`src/hdl/dm_pkg.sv`:
```
// --------------------
// debug module package
// shared widths, register map, DMI op codes and hart records
// --------------------
`default_nettype none

package dm_pkg;

  // --------------------
  // widths
  // --------------------
  typedef logic [6:0]  dmi_addr_t;
  typedef logic [31:0] dmi_word_t;
  typedef logic [9:0]  hartsel_t;

  // DMI operation, as carried in the request
  typedef enum logic [1:0] {
    OpNop   = 2'd0,
    OpRead  = 2'd1,
    OpWrite = 2'd2
  } dtm_op_e;

  // --------------------
  // register map
  // --------------------
  localparam dmi_addr_t AddrDmControl = 7'h10;
  localparam dmi_addr_t AddrDmStatus  = 7'h11;
  localparam dmi_addr_t AddrHaltSum0  = 7'h40;

  // debug spec 0.13
  localparam logic [3:0] DbgVersion = 4'd2;

  // dmcontrol bit positions
  localparam int unsigned DmcHaltReq      = 31;
  localparam int unsigned DmcResumeReq    = 30;
  localparam int unsigned DmcAckHaveReset = 28;
  localparam int unsigned DmcHartSelLo    = 16;
  localparam int unsigned DmcNdmReset     = 1;
  localparam int unsigned DmcDmActive     = 0;

  // --------------------
  // DMI port records
  // --------------------
  typedef struct packed {
    dmi_addr_t addr;
    dmi_word_t data;
    dtm_op_e   op;
  } dmi_req_t;

  // resp is the DTM status code, zero means success
  typedef struct packed {
    dmi_word_t   data;
    logic [1:0]  resp;
  } dmi_resp_t;

  // --------------------
  // hart side records
  // --------------------
  // broadcast to every hart slice
  typedef struct packed {
    hartsel_t hartsel;
    logic     dmactive;
    logic     ndmreset;
    logic     haltreq;
    logic     resume_set;
    logic     ack_havereset;
  } hart_ctrl_t;

  // what one slice reports back
  typedef struct packed {
    logic halted;
    logic running;
    logic unavail;
    logic havereset;
  } hart_stat_t;

endpackage

`default_nettype wire

```
`src/hdl/dm_ctrl.sv`:
```
// --------------------
// debug module front end
// DMI decode, dmcontrol register and read data mux
// --------------------
`timescale 1ns/1ps
`default_nettype none

module dm_ctrl (
  input  wire logic            clk_i,
  input  wire logic            rst_ni,
  input  wire logic            req_valid_i,
  input  dm_pkg::dmi_req_t     req_i,
  input  wire logic            fifo_full_i,
  output logic                 req_ready_o,
  output logic                 push_o,
  output dm_pkg::dmi_word_t    push_data_o,
  input  dm_pkg::dmi_word_t    dmstatus_i,
  input  dm_pkg::dmi_word_t    haltsum0_i,
  output dm_pkg::hart_ctrl_t   ctrl_o,
  output logic                 dmactive_o,
  output logic                 ndmreset_o
);
  localparam int unsigned HartSelW = $bits(dm_pkg::hartsel_t);

  logic              accept;
  logic              wr_dmcontrol;
  logic              dmactive_q;
  logic              dmactive_d;
  logic              ndmreset_q;
  logic              ndmreset_d;
  logic              haltreq_q;
  logic              haltreq_d;
  dm_pkg::hartsel_t  hartsel_q;
  dm_pkg::hartsel_t  hartsel_d;
  logic              resume_set;
  logic              ack_havereset;
  dm_pkg::dmi_word_t dmcontrol_rd;
  dm_pkg::dmi_word_t rdata;

  // --------------------
  // request acceptance
  // --------------------
  assign req_ready_o  = ~fifo_full_i;
  assign accept       = req_valid_i & req_ready_o;
  assign wr_dmcontrol = accept && (req_i.op == dm_pkg::OpWrite) &&
                        (req_i.addr == dm_pkg::AddrDmControl);

  // --------------------
  // dmcontrol next state
  // --------------------
  always_comb begin : p_next
    dmactive_d    = dmactive_q;
    ndmreset_d    = ndmreset_q;
    haltreq_d     = haltreq_q;
    hartsel_d     = hartsel_q;
    resume_set    = 1'b0;
    ack_havereset = 1'b0;
    if (wr_dmcontrol) begin
      dmactive_d = req_i.data[dm_pkg::DmcDmActive];
      // inactive module only listens to dmactive
      if (dmactive_q) begin
        haltreq_d     = req_i.data[dm_pkg::DmcHaltReq];
        ndmreset_d    = req_i.data[dm_pkg::DmcNdmReset];
        hartsel_d     = req_i.data[dm_pkg::DmcHartSelLo +: HartSelW];
        resume_set    = req_i.data[dm_pkg::DmcResumeReq];
        ack_havereset = req_i.data[dm_pkg::DmcAckHaveReset];
      end
    end
    // soft reset while dmactive is low
    if (!dmactive_d) begin
      haltreq_d     = 1'b0;
      ndmreset_d    = 1'b0;
      hartsel_d     = '0;
      resume_set    = 1'b0;
      ack_havereset = 1'b0;
    end
  end

  always_ff @(posedge clk_i or negedge rst_ni) begin : p_regs
    if (!rst_ni) begin
      dmactive_q <= 1'b0;
      ndmreset_q <= 1'b0;
      haltreq_q  <= 1'b0;
      hartsel_q  <= '0;
    end else begin
      dmactive_q <= dmactive_d;
      ndmreset_q <= ndmreset_d;
      haltreq_q  <= haltreq_d;
      hartsel_q  <= hartsel_d;
    end
  end

  // slices register these, so they see what dmcontrol holds after the edge
  assign ctrl_o.hartsel       = hartsel_d;
  assign ctrl_o.dmactive      = dmactive_d;
  assign ctrl_o.ndmreset      = ndmreset_d;
  assign ctrl_o.haltreq       = haltreq_d;
  assign ctrl_o.resume_set    = resume_set;
  assign ctrl_o.ack_havereset = ack_havereset;

  assign dmactive_o = dmactive_q;
  assign ndmreset_o = ndmreset_q;

  // --------------------
  // read data
  // --------------------
  always_comb begin : p_read
    dmcontrol_rd = '0;
    dmcontrol_rd[dm_pkg::DmcHaltReq]                 = haltreq_q;
    dmcontrol_rd[dm_pkg::DmcHartSelLo +: HartSelW]   = hartsel_q;
    dmcontrol_rd[dm_pkg::DmcNdmReset]                = ndmreset_q;
    dmcontrol_rd[dm_pkg::DmcDmActive]                = dmactive_q;
    case (req_i.addr)
      dm_pkg::AddrDmControl: rdata = dmcontrol_rd;
      dm_pkg::AddrDmStatus:  rdata = dmstatus_i;
      dm_pkg::AddrHaltSum0:  rdata = haltsum0_i;
      // unimplemented registers read as zero
      default:               rdata = '0;
    endcase
  end

  // every accepted request gets one response, writes answer zero
  assign push_o      = accept;
  assign push_data_o = (req_i.op == dm_pkg::OpRead) ? rdata : '0;

endmodule

`default_nettype wire

```
`src/hdl/dm_status_merge.sv`:
```
// --------------------
// status merge
// builds dmstatus for the selected hart and the haltsum0 word
// --------------------
`timescale 1ns/1ps
`default_nettype none

module dm_status_merge #(
  parameter int unsigned NrHarts = 1
) (
  input  dm_pkg::hart_stat_t [NrHarts-1:0] stat_i,
  input  dm_pkg::hartsel_t                 hartsel_i,
  input  wire logic [NrHarts-1:0]          resumeack_i,
  input  wire logic [NrHarts-1:0]          halted_i,
  output dm_pkg::dmi_word_t                dmstatus_o,
  output dm_pkg::dmi_word_t                haltsum0_o
);
  dm_pkg::hart_stat_t sel_stat;
  logic               sel_resumeack;
  logic               exists;

  assign exists = (32'(hartsel_i) < NrHarts);

  // hart mux, a nonexistent hart leaves everything at zero
  always_comb begin : p_select
    sel_stat      = '0;
    sel_resumeack = 1'b0;
    for (int unsigned i = 0; i < NrHarts; i++) begin
      if (hartsel_i == dm_pkg::hartsel_t'(i)) begin
        sel_stat      = stat_i[i];
        sel_resumeack = resumeack_i[i];
      end
    end
  end

  // --------------------
  // dmstatus
  // --------------------
  // single hart selected, so any and all are the same
  always_comb begin : p_dmstatus
    dmstatus_o        = '0;
    dmstatus_o[3:0]   = dm_pkg::DbgVersion;
    // no authentication
    dmstatus_o[7]     = 1'b1;
    dmstatus_o[9:8]   = {2{sel_stat.halted}};
    dmstatus_o[11:10] = {2{sel_stat.running}};
    dmstatus_o[13:12] = {2{sel_stat.unavail}};
    dmstatus_o[15:14] = {2{~exists}};
    dmstatus_o[17:16] = {2{sel_resumeack}};
    dmstatus_o[19:18] = {2{sel_stat.havereset}};
  end

  // one bit per hart, upper bits zero
  assign haltsum0_o = dm_pkg::dmi_word_t'(halted_i);

endmodule

`default_nettype wire

```
`src/hdl/dm_top.sv`:
```
// --------------------
// debug module top
// DMI front end, hart slices, status merge and response queue
// --------------------
`timescale 1ns/1ps
`default_nettype none

module dm_top #(
  parameter int unsigned NrHarts   = 4,
  parameter int unsigned FifoDepth = 2
) (
  input  wire logic               clk_i,
  input  wire logic               rst_ni,
  input  wire logic               dmi_req_valid_i,
  input  dm_pkg::dmi_req_t        dmi_req_i,
  output logic                    dmi_req_ready_o,
  output logic                    dmi_resp_valid_o,
  output dm_pkg::dmi_resp_t       dmi_resp_o,
  input  wire logic               dmi_resp_ready_i,
  input  wire logic [NrHarts-1:0] halted_i,
  input  wire logic [NrHarts-1:0] unavailable_i,
  input  wire logic [NrHarts-1:0] resumeack_i,
  output logic [NrHarts-1:0]      haltreq_o,
  output logic [NrHarts-1:0]      resumereq_o,
  output logic                    clear_resumeack_o,
  output logic                    ndmreset_o,
  output logic                    dmactive_o
);
  dm_pkg::hart_ctrl_t                 hart_ctrl;
  dm_pkg::hart_stat_t [NrHarts-1:0]   hart_stat;
  logic [NrHarts-1:0]                 clear_ack;
  dm_pkg::dmi_word_t                  dmstatus;
  dm_pkg::dmi_word_t                  haltsum0;
  dm_pkg::dmi_word_t                  push_data;
  logic                               push;
  logic                               fifo_full;

  dm_ctrl u_ctrl (
    .clk_i       (clk_i),
    .rst_ni      (rst_ni),
    .req_valid_i (dmi_req_valid_i),
    .req_i       (dmi_req_i),
    .fifo_full_i (fifo_full),
    .req_ready_o (dmi_req_ready_o),
    .push_o      (push),
    .push_data_o (push_data),
    .dmstatus_i  (dmstatus),
    .haltsum0_i  (haltsum0),
    .ctrl_o      (hart_ctrl),
    .dmactive_o  (dmactive_o),
    .ndmreset_o  (ndmreset_o)
  );

  for (genvar i = 0; i < NrHarts; i++) begin : g_hart
    hart_slice #(
      .HartIdx (i)
    ) u_slice (
      .clk_i             (clk_i),
      .rst_ni            (rst_ni),
      .ctrl_i            (hart_ctrl),
      .halted_i          (halted_i[i]),
      .unavailable_i     (unavailable_i[i]),
      .resumeack_i       (resumeack_i[i]),
      .haltreq_o         (haltreq_o[i]),
      .resumereq_o       (resumereq_o[i]),
      .clear_resumeack_o (clear_ack[i]),
      .stat_o            (hart_stat[i])
    );
  end

  // only the selected slice can pulse
  assign clear_resumeack_o = |clear_ack;

  dm_status_merge #(
    .NrHarts (NrHarts)
  ) u_merge (
    .stat_i      (hart_stat),
    .hartsel_i   (hart_ctrl.hartsel),
    .resumeack_i (resumeack_i),
    .halted_i    (halted_i),
    .dmstatus_o  (dmstatus),
    .haltsum0_o  (haltsum0)
  );

  dmi_resp_fifo #(
    .FifoDepth (FifoDepth)
  ) u_resp_fifo (
    .clk_i        (clk_i),
    .rst_ni       (rst_ni),
    .push_i       (push),
    .push_data_i  (push_data),
    .full_o       (fifo_full),
    .resp_valid_o (dmi_resp_valid_o),
    .resp_o       (dmi_resp_o),
    .resp_ready_i (dmi_resp_ready_i)
  );

endmodule

`default_nettype wire

```
`src/hdl/dmi_resp_fifo.sv`:
```
// --------------------
// DMI response queue
// circular buffer holding read words until the debugger takes them
// --------------------
`timescale 1ns/1ps
`default_nettype none

module dmi_resp_fifo #(
  parameter int unsigned FifoDepth = 2
) (
  input  wire logic              clk_i,
  input  wire logic              rst_ni,
  input  wire logic              push_i,
  input  dm_pkg::dmi_word_t      push_data_i,
  output logic                   full_o,
  output logic                   resp_valid_o,
  output dm_pkg::dmi_resp_t      resp_o,
  input  wire logic              resp_ready_i
);
  localparam int unsigned PtrW = (FifoDepth > 1) ? $clog2(FifoDepth) : 1;
  localparam int unsigned CntW = $clog2(FifoDepth + 1);

  dm_pkg::dmi_word_t mem_q [FifoDepth];
  logic [PtrW-1:0]   wr_ptr_q;
  logic [PtrW-1:0]   rd_ptr_q;
  logic [CntW-1:0]   count_q;
  logic              pop;

  assign full_o       = (count_q == CntW'(FifoDepth));
  assign resp_valid_o = (count_q != '0);
  assign pop          = resp_valid_o & resp_ready_i;

  // every response reports success
  assign resp_o.data = mem_q[rd_ptr_q];
  assign resp_o.resp = 2'b00;

  always_ff @(posedge clk_i or negedge rst_ni) begin : p_ctrl
    if (!rst_ni) begin
      wr_ptr_q <= '0;
      rd_ptr_q <= '0;
      count_q  <= '0;
    end else begin
      if (push_i) begin
        wr_ptr_q <= (wr_ptr_q == PtrW'(FifoDepth - 1)) ? '0 : wr_ptr_q + 1'b1;
      end
      if (pop) begin
        rd_ptr_q <= (rd_ptr_q == PtrW'(FifoDepth - 1)) ? '0 : rd_ptr_q + 1'b1;
      end
      // simultaneous push and pop leaves the count alone
      if (push_i && !pop) begin
        count_q <= count_q + 1'b1;
      end else if (pop && !push_i) begin
        count_q <= count_q - 1'b1;
      end
    end
  end

  always_ff @(posedge clk_i) begin : p_mem
    if (push_i) begin
      mem_q[wr_ptr_q] <= push_data_i;
    end
  end

endmodule

`default_nettype wire

```
`src/hdl/hart_slice.sv`:
```
// --------------------
// per-hart debug state
// halt/resume requests and havereset for one hart
// --------------------
`timescale 1ns/1ps
`default_nettype none

module hart_slice #(
  parameter int unsigned HartIdx = 0
) (
  input  wire logic            clk_i,
  input  wire logic            rst_ni,
  input  dm_pkg::hart_ctrl_t   ctrl_i,
  input  wire logic            halted_i,
  input  wire logic            unavailable_i,
  input  wire logic            resumeack_i,
  output logic                 haltreq_o,
  output logic                 resumereq_o,
  output logic                 clear_resumeack_o,
  output dm_pkg::hart_stat_t   stat_o
);
  logic selected;
  logic haltreq_q;
  logic resume_q;
  logic clear_q;
  logic havereset_q;

  assign selected = (ctrl_i.hartsel == dm_pkg::hartsel_t'(HartIdx));

  always_ff @(posedge clk_i or negedge rst_ni) begin : p_regs
    if (!rst_ni) begin
      haltreq_q   <= 1'b0;
      resume_q    <= 1'b0;
      clear_q     <= 1'b0;
      havereset_q <= 1'b1;
    end else begin
      haltreq_q <= ctrl_i.haltreq & selected;
      clear_q   <= ctrl_i.resume_set & selected;
      // pending resume, old ack is ignored while it is being cleared
      if (!ctrl_i.dmactive) begin
        resume_q <= 1'b0;
      end else if (ctrl_i.resume_set && selected) begin
        resume_q <= 1'b1;
      end else if (resumeack_i && !clear_q) begin
        resume_q <= 1'b0;
      end
      // ndmreset wins over an acknowledge
      if (ctrl_i.ndmreset) begin
        havereset_q <= 1'b1;
      end else if (ctrl_i.ack_havereset && selected) begin
        havereset_q <= 1'b0;
      end
    end
  end

  assign haltreq_o         = haltreq_q;
  assign resumereq_o       = resume_q;
  assign clear_resumeack_o = clear_q;

  // halted and running exclude unavailable
  assign stat_o.halted    = halted_i & ~unavailable_i;
  assign stat_o.running   = ~halted_i & ~unavailable_i;
  assign stat_o.unavail   = unavailable_i;
  assign stat_o.havereset = havereset_q;

endmodule

`default_nettype wire

```
`config.mk`:
```
export PLATFORM = sky130hd
export DESIGN_NAME = dm_top
export DESIGN_NICKNAME = d
export VERILOG_FILES = /design/src/hdl/dm_pkg.sv /design/src/hdl/dm_ctrl.sv /design/src/hdl/dm_status_merge.sv /design/src/hdl/dm_top.sv /design/src/hdl/dmi_resp_fifo.sv /design/src/hdl/hart_slice.sv
export SDC_FILE = /design/constraint.sdc
export NUM_CORES = 1
export LEC_CHECK = 0
export ABC_CLOCK_PERIOD_IN_PS = 2600
export BUFFER_PORTS_ARGS = -buffer_cell sky130_fd_sc_hd__buf_2
export CORE_UTILIZATION = 52
export CTS_CLUSTER_DIAMETER = 40
export DETAILED_ROUTE_END_ITERATION = 8
export PLACE_DENSITY = 0.8
export REMOVE_ABC_BUFFERS = 1
export SETUP_SLACK_MARGIN = 0.02
export SYNTH_ARGS = -nofsm -noshare
export SYNTH_HDL_FRONTEND = slang
export SYNTH_SLANG_ARGS = --single-unit
```
`constraint.sdc`:
```
create_clock -name clk_i -period 2.6 [get_ports clk_i]
set_input_delay 0.78 -clock clk_i [delete_from_list [all_inputs] [get_ports clk_i]]
set_output_delay 0.78 -clock clk_i [all_outputs]
set_load 0.01 [all_outputs]
```
==> metrics.txt, run 1 <==
# TYPE chip_impl_metric gauge
chip_impl_metric{name="num_io_pins",unit=""} 104
chip_impl_metric{name="clkLatencyLatePin",unit="ps"} 350
chip_impl_info{name="worstReg2RegStart",value="u_ctrl.hartsel_q[6]"} 1
chip_impl_metric{name="required",unit="ps"} 2750
chip_impl_metric{name="minimum_setup_slack_in_the_final_design",unit="ps"} 155.7
chip_impl_metric{name="critPathArrivalTime",unit="ps"} 2590
chip_impl_metric{name="postRouteAntennaNets",unit=""} 0
chip_impl_metric{name="netlist_instances",unit=""} 326
chip_impl_metric{name="area_growth",unit="%"} 22.84
chip_impl_metric{name="finalPower",unit="W"} 0.003218
chip_impl_info{name="timing.critical_path.to_type",value="flip-flop"} 1
chip_impl_metric{name="irDropWorstVdd",unit="V"} 0.0003268
chip_impl_metric{name="groute.usage.overall",unit="%"} 24.29
chip_impl_metric{name="final-setup-viol-count",unit=""} 0
chip_impl_metric{name="number_of_hold_slack_violations_in_the_final_timing_report",unit=""} 0
chip_impl_metric{name="timing_worst_slew_pin_value",unit="ps"} 756.3
chip_impl_metric{name="overflow",unit=""} 0
chip_impl_metric{name="cts_max_path_buffers",unit=""} 2
chip_impl_metric{name="placement.io_buffers",unit=""} 76
chip_impl_metric{name="fin_skew",unit="ps"} 8.562
chip_impl_metric{name="sequential_to_total_area_share_from_yosys_stat",unit="%"} 56.12
chip_impl_metric{name="synth_area_per_cell",unit="um2"} 11.11
chip_impl_metric{name="critical_path.max_fanout",unit=""} 6
chip_impl_metric{name="placeableCoreArea",unit="um2"} 6756
chip_impl_metric{name="drtPass1Iterations",unit=""} 4
chip_impl_metric{name="grt_antenna_before_repair",unit=""} 0
chip_impl_metric{name="maximum_number_of_pins_on_one_net_before_global_route_repair",unit=""} 34
chip_impl_info{name="yosys_most_used_dff",value="sky130_fd_sc_hd__edfxtp_1"} 1
chip_impl_metric{name="pre_cts_slack",unit="ps"} -264.4
chip_impl_metric{name="cts_max_level",unit=""} 3
chip_impl_metric{name="power.static_leakage",unit="nW"} 1.971
chip_impl_metric{name="fin_util",unit="%"} 65.83
chip_impl_info{name="critPathTopFamily",value="simple AND/OR/NAND/NOR gates"} 1
chip_impl_metric{name="cp_num_cells",unit=""} 8
chip_impl_metric{name="fp-row-count",unit=""} 30
chip_impl_metric{name="power.density_cell_area",unit="nW/um2"} 723.5
chip_impl_metric{name="post_synth_num_cell_types",unit=""} 56
chip_impl_metric{name="numCtsBuffers",unit=""} 9
chip_impl_metric{name="grt_pass1_wl",unit="um"} 13370
chip_impl_info{name="crit_path_start",value="dmi_req_i[23]"} 1
chip_impl_metric{name="die_y",unit="um"} 85.45
chip_impl_metric{name="postSynthRegisterBits",unit=""} 73
chip_impl_metric{name="synth_area",unit="um2"} 3621
chip_impl_metric{name="ff2ff_path_depth",unit=""} 6
chip_impl_metric{name="dpl.hpwl",unit="um"} 6024
chip_impl_info{name="cts_root_buffer",value="sky130_fd_sc_hd__clkbuf_8"} 1
chip_impl_info{name="status",value="finished clean"} 1
chip_impl_metric{name="grt_use_met1",unit="%"} 32.60
chip_impl_metric{name="post-route-period-util",unit="%"} 94.01
chip_impl_info{name="worstSetupStartpointType",value="input port"} 1
chip_impl_metric{name="setup_tns",unit="ps"} 0
chip_impl_metric{name="timing.reg2reg.setup_slack",unit="ps"} 250
chip_impl_metric{name="routed_via_density",unit=""} 5.547
chip_impl_metric{name="place.gp.congestion",unit=""} 0.9261
chip_impl_metric{name="cts_sinks",unit=""} 73
chip_impl_metric{name="die_width",unit="um"} 85.45
chip_impl_info{name="grt.busiest_layer",value="met2"} 1
chip_impl_metric{name="synth_edf_count",unit=""} 40
chip_impl_metric{name="route.detailed.wl_per_inst",unit="um"} 15.95
chip_impl_metric{name="worstPathBufferInverterCount",unit=""} 2
chip_impl_metric{name="design.die.area",unit="um2"} 7301
chip_impl_info{name="crit_type",value="in -> reg"} 1
chip_impl_metric{name="detailedRoute.firstIterationViolations",unit=""} 218
chip_impl_metric{name="worst_setup_hold_path_clk_slew",unit="ps"} 70
chip_impl_info{name="tritoncts_clock_tree",value="yes"} 1
chip_impl_metric{name="number_of_global_route_vias_before_repair",unit=""} 2746
chip_impl_info{name="critical-path-slowest-cell",value="sky130_fd_sc_hd__or4_4"} 1
chip_impl_metric{name="async_flop_share",unit="%"} 45.21
chip_impl_metric{name="globalRouteMet3Util",unit="%"} 5.642
chip_impl_info{name="cp_cell_sequence",value="buf_2 > or4_4 > nor2_2 > buf_4 > nand4_1 > a2bb2oi_4 > o21ai_0 > a31oi_1"} 1
chip_impl_metric{name="cp_slowest_stage_delay",unit="ps"} 520
chip_impl_metric{name="synth_warn",unit=""} 0
chip_impl_metric{name="groute.layer.met2.usage",unit="%"} 38.40
chip_impl_metric{name="vias",unit=""} 2862
chip_impl_metric{name="final.min_clock_period",unit="ps"} 2444
chip_impl_info{name="min-delay-path-class",value="in -> async"} 1
chip_impl_metric{name="route.final.wire_length",unit="um"} 8230
chip_impl_metric{name="max_freq",unit="GHz"} 0.4091
chip_impl_metric{name="route.detailed.drc",unit=""} 0
chip_impl_metric{name="reported_max_cap_violation_count",unit=""} 0
chip_impl_metric{name="fillCellCount",unit=""} 515
chip_impl_metric{name="post_cts_buffers",unit=""} 0
chip_impl_metric{name="maxSlewHeadroom",unit="%"} 49.58
chip_impl_metric{name="insertedDiodeCount",unit=""} 0
chip_impl_metric{name="nNetsFinal",unit=""} 489
chip_impl_metric{name="start_util",unit="%"} 53.59
chip_impl_metric{name="layout-drive-gt1-share",unit="%"} 38.99
chip_impl_metric{name="report.final.slew_viol_count",unit=""} 0
-- cells in the mapped netlist (3+ instances only) --
| cell type | count | area (um2) |
|---|---|---|
| sky130_fd_sc_hd__a21oi_1 | 18 | 90.09 |
| sky130_fd_sc_hd__dfstp_2 | 4 | 105.1 |
| sky130_fd_sc_hd__nand3_1 | 7 | 35.03 |
| sky130_fd_sc_hd__buf_4 | 22 | 165.2 |
| sky130_fd_sc_hd__edfxtp_1 | 40 | 1201 |
| sky130_fd_sc_hd__mux2_2 | 20 | 225.2 |
| sky130_fd_sc_hd__nor2b_1 | 4 | 25.02 |
| sky130_fd_sc_hd__o21ai_0 | 11 | 55.05 |
| sky130_fd_sc_hd__a21o_1 | 3 | 22.52 |
| sky130_fd_sc_hd__xnor2_1 | 3 | 26.28 |
| sky130_fd_sc_hd__nand2b_1 | 6 | 37.54 |
| sky130_fd_sc_hd__buf_2 | 3 | 15.01 |
| sky130_fd_sc_hd__nor4_1 | 3 | 18.77 |
| sky130_fd_sc_hd__and3_1 | 7 | 43.79 |
| sky130_fd_sc_hd__and2_1 | 8 | 50.05 |
| sky130_fd_sc_hd__inv_1 | 8 | 30.03 |
| sky130_fd_sc_hd__nand4_1 | 5 | 31.28 |
| sky130_fd_sc_hd__nand2_1 | 43 | 161.4 |
| sky130_fd_sc_hd__nor2_1 | 17 | 63.81 |
| sky130_fd_sc_hd__or4_1 | 4 | 30.03 |
| sky130_fd_sc_hd__clkbuf_1 | 7 | 26.28 |
| sky130_fd_sc_hd__nor3_1 | 3 | 15.01 |
| sky130_fd_sc_hd__dfrtp_1 | 29 | 725.7 |
| sky130_fd_sc_hd__o22ai_1 | 4 | 25.02 |
| sky130_fd_sc_hd__o211ai_1 | 4 | 30.03 |
| sky130_fd_sc_hd__a211oi_1 | 3 | 22.52 |
| sky130_fd_sc_hd__a22oi_1 | 4 | 30.03 |
-- per-layer routing --
layer	vias up	part of all wire (%)
li1	1371	-
met5	-	0
met3	19	5.3
met1	1368	44
met2	104	49
met4	0	2.2
-- area by class of cell --
cell class,instances,area [um2],share of cell area (%)
timing repair buffer,117,688.2,15.47
tap,80,100.1,2.250
multi-input combinational,221,1400,31.48
sequential,73,2032,45.68
clock inverter,6,66.31,1.491
inverter,9,33.78,0.7595
clock buffer,10,127.6,2.869
-- flip-flops by register name (all words and copies together) (netlist names) --
signal / cells
u_ctrl.ndmreset_o: 1
u_resp_fifo.wr_ptr_q: 1
u_ctrl.hartsel_q: 10
u_resp_fifo.count_q: 2
u_ctrl.haltreq_q: 1
g_hart.u_slice.haltreq_o: 4
g_hart.u_slice.havereset_q: 4
u_ctrl.dmactive_o: 1
u_resp_fifo.mem_q: 40
g_hart.u_slice.resumereq_o: 4
u_resp_fifo.rd_ptr_q: 1
g_hart.u_slice.clear_resumeack_o: 4
-- path summary, 6_finish.rpt --
check / to
setup / recovery: u_resp_fifo.mem_q[1][9]
hold / removal: u_resp_fifo.rd_ptr_q
setup reg to reg: u_resp_fifo.mem_q[1][11]
hold reg to reg: g_hart[1].u_slice.havereset_q
max in group asynchronous: u_resp_fifo.count_q[1]
min in group clk_i: g_hart[1].u_slice.havereset_q
-- metrics by stage --
step	cell area (um2)	instances	hold WS [ps]
floorplan	3448	303	456.6
global placement	4237	500	473.0
detailed placement	4237	500	480.1
CTS	4431	516	494.0
global route	4448	516	513.7
finish	4448	516	494.3
-- cell usage in the layout, fill, tap and decap left out, drive strengths merged, types with 2 or more instances in the layout --
cell,n
a211oi,3
a21o,3
a21oi,18
a221o,2
a22oi,4
a31oi,2
and2,8
and3,8
buf,117
clkbuf,10
clkinvlp,3
conb,10
dfrtp,29
dfstp,4
edfxtp,40
inv,10
mux2,20
mux2i,2
nand2,43
nand2b,6
nand3,7
nand4,5
nand4b,2
nor2,20
nor2b,4
nor3,3
nor4,3
o211ai,4
o21ai,13
o22ai,4
or4,6
xnor2,3
xor2,2
-- worst register-to-register path, stage by stage (launching register included) --
cell and delay [ps]:
sky130_fd_sc_hd__dfrtp_1 420, sky130_fd_sc_hd__or4_1 530, sky130_fd_sc_hd__nor2_1 270, sky130_fd_sc_hd__nand2_1 100, sky130_fd_sc_hd__mux2i_2 200, sky130_fd_sc_hd__or4b_1 460, sky130_fd_sc_hd__a31oi_1 210
-- cells by family (layout without fill, tap and decap cells) --
group	Yosys count	after routing	share of synthesized area, %
AND/OR/NAND/NOR	123	123	17.97
flip-flops	73	73	56.12
AO/OA/AOI/OAI	60	60	10.75
buffers and inverters	41	142	6.634
multiplexers	22	22	6.876
XOR/XNOR	5	5	1.210
adder cells (fa/ha/maj)	1	1	0.3455
other	1	10	0.1036
-- report_power, final --
group / switching (W) / internal, W / total [W]
logic: 0.000467 / 0.000404 / 0.000870
registers: 0.0000535 / 0.00142 / 0.00147
clock network: 0.000432 / 0.000445 / 0.000877
total: 0.000952 / 0.00227 / 0.00322
-- timing repair --
item / CTS / global route
endpoints found under the setup margin: 0 / 9
hold endpoints to repair: 0 / 0
hold buffers: 0 / 0
resized for setup: 0 / 3
No activity file was read; power rests on OpenSTA's default activity.
==> run 2: changes to the inputs <==
--- a/config.mk
+++ b/config.mk
@@ -7,12 +7,13 @@
 export LEC_CHECK = 0
 export ABC_CLOCK_PERIOD_IN_PS = 2600
 export BUFFER_PORTS_ARGS = -buffer_cell sky130_fd_sc_hd__buf_2
-export CORE_UTILIZATION = 52
+export CORE_UTILIZATION = 57
 export CTS_CLUSTER_DIAMETER = 40
 export DETAILED_ROUTE_END_ITERATION = 8
-export PLACE_DENSITY = 0.8
+export PLACE_DENSITY = 0.82
 export REMOVE_ABC_BUFFERS = 1
 export SETUP_SLACK_MARGIN = 0.02
 export SYNTH_ARGS = -nofsm -noshare
 export SYNTH_HDL_FRONTEND = slang
+export SYNTH_HIERARCHICAL = 1
 export SYNTH_SLANG_ARGS = --single-unit
==> metrics.txt, run 2 <==
# TYPE chip_impl_metric gauge
chip_impl_info{name="status",value="complete, but fails checks"} 1
chip_impl_info{name="failing_checks",value="negative setup slack"} 1
chip_impl_metric{name="reported_max_cap_violation_count",unit=""} 0
chip_impl_metric{name="sequential_to_total_area_share_from_yosys_stat",unit="%"} 49.22
chip_impl_metric{name="num_io_pins",unit=""} 104
chip_impl_metric{name="fraction_of_synthesized_cell_area_taken_by_the_top_area_cell_type",unit="%"} 34.36
chip_impl_info{name="crit-reg2reg-capture",value="u_resp_fifo/mem_q[1][18]"} 1
chip_impl_metric{name="route.detailed.wl_per_inst",unit="um"} 18.28
chip_impl_metric{name="synth_warn",unit=""} 6
chip_impl_metric{name="final-instance-count-excl-fill",unit=""} 683
chip_impl_metric{name="place.gp.congestion",unit=""} 0.8830
chip_impl_info{name="cts_root_buffer",value="sky130_fd_sc_hd__clkbuf_8"} 1
chip_impl_info{name="synthTopCellsByArea",value="sky130_fd_sc_hd__edfxtp_1, sky130_fd_sc_hd__dfrtp_1, sky130_fd_sc_hd__buf_4, sky130_fd_sc_hd__mux2_4, sky130_fd_sc_hd__a22oi_1"} 1
chip_impl_metric{name="ff2ff_path_depth",unit=""} 10
chip_impl_info{name="synth.top_cells.by_count",value="sky130_fd_sc_hd__buf_4, sky130_fd_sc_hd__edfxtp_1, sky130_fd_sc_hd__nor2_1"} 1
chip_impl_metric{name="die_y",unit="um"} 101.1
chip_impl_metric{name="post-route-period-util",unit="%"} 120.6
chip_impl_info{name="yosysTopAreaCell",value="sky130_fd_sc_hd__edfxtp_1"} 1
chip_impl_metric{name="nNetsFinal",unit=""} 607
chip_impl_metric{name="drtPass1Iterations",unit=""} 4
chip_impl_metric{name="synth_edf_count",unit=""} 64
chip_impl_metric{name="route.final.wire_length",unit="um"} 12490
chip_impl_metric{name="minimum_setup_slack_in_the_final_design",unit="ps"} -534.7
chip_impl_metric{name="final.min_clock_period",unit="ps"} 3135
chip_impl_metric{name="holdBufCountCts",unit=""} 0
chip_impl_metric{name="synth_area_per_cell",unit="um2"} 12.68
chip_impl_metric{name="required",unit="ps"} 2810
chip_impl_metric{name="vias",unit=""} 3825
chip_impl_metric{name="overflow",unit=""} 0
chip_impl_metric{name="insertedDiodeCount",unit=""} 0
chip_impl_metric{name="detailedRoute.firstIterationViolations",unit=""} 213
chip_impl_metric{name="die_width",unit="um"} 101.1
chip_impl_metric{name="dpl.hpwl",unit="um"} 8015
chip_impl_info{name="layout.cells.most_common_list",value="sky130_fd_sc_hd__buf_2, sky130_fd_sc_hd__edfxtp_1, sky130_fd_sc_hd__conb_1"} 1
chip_impl_metric{name="maxSlewHeadroom",unit="%"} 50.57
chip_impl_metric{name="fp-row-count",unit=""} 35
chip_impl_metric{name="synth_area",unit="um2"} 5593
chip_impl_info{name="worstReg2RegStart",value="u_resp_fifo/count_q[1]"} 1
chip_impl_metric{name="timing_worst_slew_pin_value",unit="ps"} 741.5
chip_impl_metric{name="route.detailed.drc",unit=""} 0
chip_impl_info{name="regMostFlops",value="u_resp_fifo/mem_q"} 1
chip_impl_metric{name="groute.usage.overall",unit="%"} 23.97
chip_impl_metric{name="critical_path.max_fanout",unit=""} 5
chip_impl_info{name="crit_type",value="in -> reg"} 1
chip_impl_info{name="tritoncts_clock_tree",value="yes"} 1
chip_impl_metric{name="cts_max_level",unit=""} 3
chip_impl_metric{name="power.density_cell_area",unit="nW/um2"} 635.9
chip_impl_info{name="worstSetupStartpointType",value="input port"} 1
chip_impl_info{name="mostFrequentLayoutCell",value="sky130_fd_sc_hd__buf_2"} 1
chip_impl_info{name="timing.critical_path.to_type",value="flip-flop"} 1
chip_impl_metric{name="irDropWorstVdd",unit="V"} 0.0003140
chip_impl_metric{name="placed_cells_incl_taps",unit=""} 648
chip_impl_metric{name="numCtsBuffers",unit=""} 9
chip_impl_metric{name="finalPower",unit="W"} 0.004277
chip_impl_metric{name="placement.io_buffers",unit=""} 84
chip_impl_metric{name="fin_skew",unit="ps"} 12.71
chip_impl_metric{name="number_of_global_route_vias_before_repair",unit=""} 3776
chip_impl_metric{name="layout-drive-gt1-share",unit="%"} 51.81
chip_impl_metric{name="postRouteAntennaNets",unit=""} 0
chip_impl_metric{name="postSynthRegisterBits",unit=""} 97
chip_impl_metric{name="grt_pass1_wl",unit="um"} 18460
chip_impl_metric{name="grt_antenna_before_repair",unit=""} 0
chip_impl_info{name="yosys_most_used_dff",value="sky130_fd_sc_hd__edfxtp_1"} 1
chip_impl_metric{name="maximum_number_of_pins_on_one_net_before_global_route_repair",unit=""} 34
chip_impl_info{name="post-synth-top-count-cell",value="sky130_fd_sc_hd__buf_4"} 1
chip_impl_metric{name="report.final.slew_viol_count",unit=""} 0
chip_impl_metric{name="post_synth_num_cell_types",unit=""} 52
chip_impl_metric{name="cts_sinks",unit=""} 97
chip_impl_metric{name="max_freq",unit="GHz"} 0.3190
chip_impl_metric{name="worst_setup_hold_path_clk_slew",unit="ps"} 100
chip_impl_info{name="largest_registers",value="u_resp_fifo/mem_q x64, u_ctrl/hartsel_q x10"} 1
chip_impl_metric{name="area_growth",unit="%"} 20.27
chip_impl_info{name="min-delay-path-class",value="in -> async"} 1
chip_impl_metric{name="start_util",unit="%"} 59.68
chip_impl_metric{name="design.die.area",unit="um2"} 10210
chip_impl_metric{name="number_of_flip_flops_in_the_largest_register",unit=""} 64
chip_impl_info{name="grt_setup_unrepaired",value="true"} 1
chip_impl_metric{name="clkLatencyLatePin",unit="ps"} 370
chip_impl_metric{name="final-setup-viol-count",unit=""} 40
chip_impl_metric{name="cts_max_path_buffers",unit=""} 2
chip_impl_metric{name="timing.reg2reg.setup_slack",unit="ps"} -380
chip_impl_metric{name="number_of_hold_slack_violations_in_the_final_timing_report",unit=""} 0
chip_impl_metric{name="critPathArrivalTime",unit="ps"} 3350
chip_impl_metric{name="placeableCoreArea",unit="um2"} 9371
chip_impl_metric{name="netlist_instances",unit=""} 441
chip_impl_metric{name="power.static_leakage",unit="nW"} 2.897
chip_impl_metric{name="routed_via_density",unit=""} 5.600
chip_impl_metric{name="async_flop_share",unit="%"} 34.02
==> run 2: timing repair <==
| action | in CTS | in global routing |
|---|---|---|
| pin swaps | 30 | 34 |
| setup endpoints to repair | 40 | 40 |
| buffers inserted | 2 | 17 |
| gates cloned | 0 | 1 |
| resized for setup | 59 | 32 |
==> run 2: cell families (layout without fill, tap and decap cells) <==
group,Yosys count,count (layout),share of synthesized area (%)
and+or+nand+nor,126,126,14.59
buffers and inverters,101,167,13.71
DFF,97,97,49.22
AOI/OAI and AO/OA,58,58,8.255
muxes,50,50,13.02
xor gates and xnor gates,5,5,0.7831
other,3,50,0.2013
adders and majority gates,1,1,0.2237
==> run 2: cell type report <==
type                       count  area (um2)
sequential                    97        2754
fill                         615        2645
multi-input combinational    290        2572
timing repair buffer         145        1031
tap                          129       161.4
clock buffer                   9       123.9
clock inverter                 7       61.31
inverter                       6       22.52
==> run 2: power breakdown <==
part           total, W  switching [W]  internal (W)  leakage, nW
Sequential      0.00200      0.0000989       0.00190         1.08
Combinational   0.00133       0.000644      0.000689         1.72
Clock          0.000945       0.000578      0.000367       0.0953
Total           0.00428        0.00132       0.00296         2.90
==> run 2: metrics by stage <==
step           util [%]  area [um2]  setup WS, ps  hold WS, ps  setup TNS, ps
3_3_place_gp      63.83        5982         -1014        487.3         -37450
3_5_place_dp      63.83        5982         -1106        495.8         -40910
2_1_floorplan         -        5025         -1836        449.3         -71250
4_1_cts           68.92        6459        -468.0        477.4         -11370
5_1_grt           71.78        6726        -593.4        524.7         -17070
6_report          71.78        6726        -534.7        464.8         -15450
==> run 2: routing by layer <==
layer	part of all wire (%)	vias to the layer above	GRT usage (%)
met3	6.4	44	3.398
met2	51	191	41.65
met1	40	1851	29.42
met4	3.2	0	11.37
met5	0	-	0
li1	-	1739	-
==> run 2: worst max-delay path by stage <==
stage	from	endpoint	slack [ps]
finish	dmi_req_i[39]	u_resp_fifo/mem_q[1][19]	-530
global route	dmi_req_i[39]	u_resp_fifo/mem_q[1][18]	-590
CTS	dmi_req_i[39]	u_resp_fifo/mem_q[1][19]	-470
detailed placement	dmi_req_i[35]	u_resp_fifo/mem_q[0][16]	-1110
global placement	dmi_req_i[34]	u_resp_fifo/mem_q[0][17]	-1010
floorplan	dmi_req_i[35]	u_resp_fifo/mem_q[0][16]	-1840
==> run 2: worst max-delay path, stage by stage <==
cell and delay, ps:
sky130_fd_sc_hd__buf_6 90, sky130_fd_sc_hd__or4_4 590, sky130_fd_sc_hd__nor2_4 150, sky130_fd_sc_hd__a21boi_4 90, sky130_fd_sc_hd__buf_6 140, sky130_fd_sc_hd__buf_6 110
sky130_fd_sc_hd__a221o_1 340, sky130_fd_sc_hd__nor4_2 300, sky130_fd_sc_hd__buf_4 220, sky130_fd_sc_hd__and3_4 200, sky130_fd_sc_hd__mux2_4 140, sky130_fd_sc_hd__a22oi_2 40
sky130_fd_sc_hd__nor2_1 140
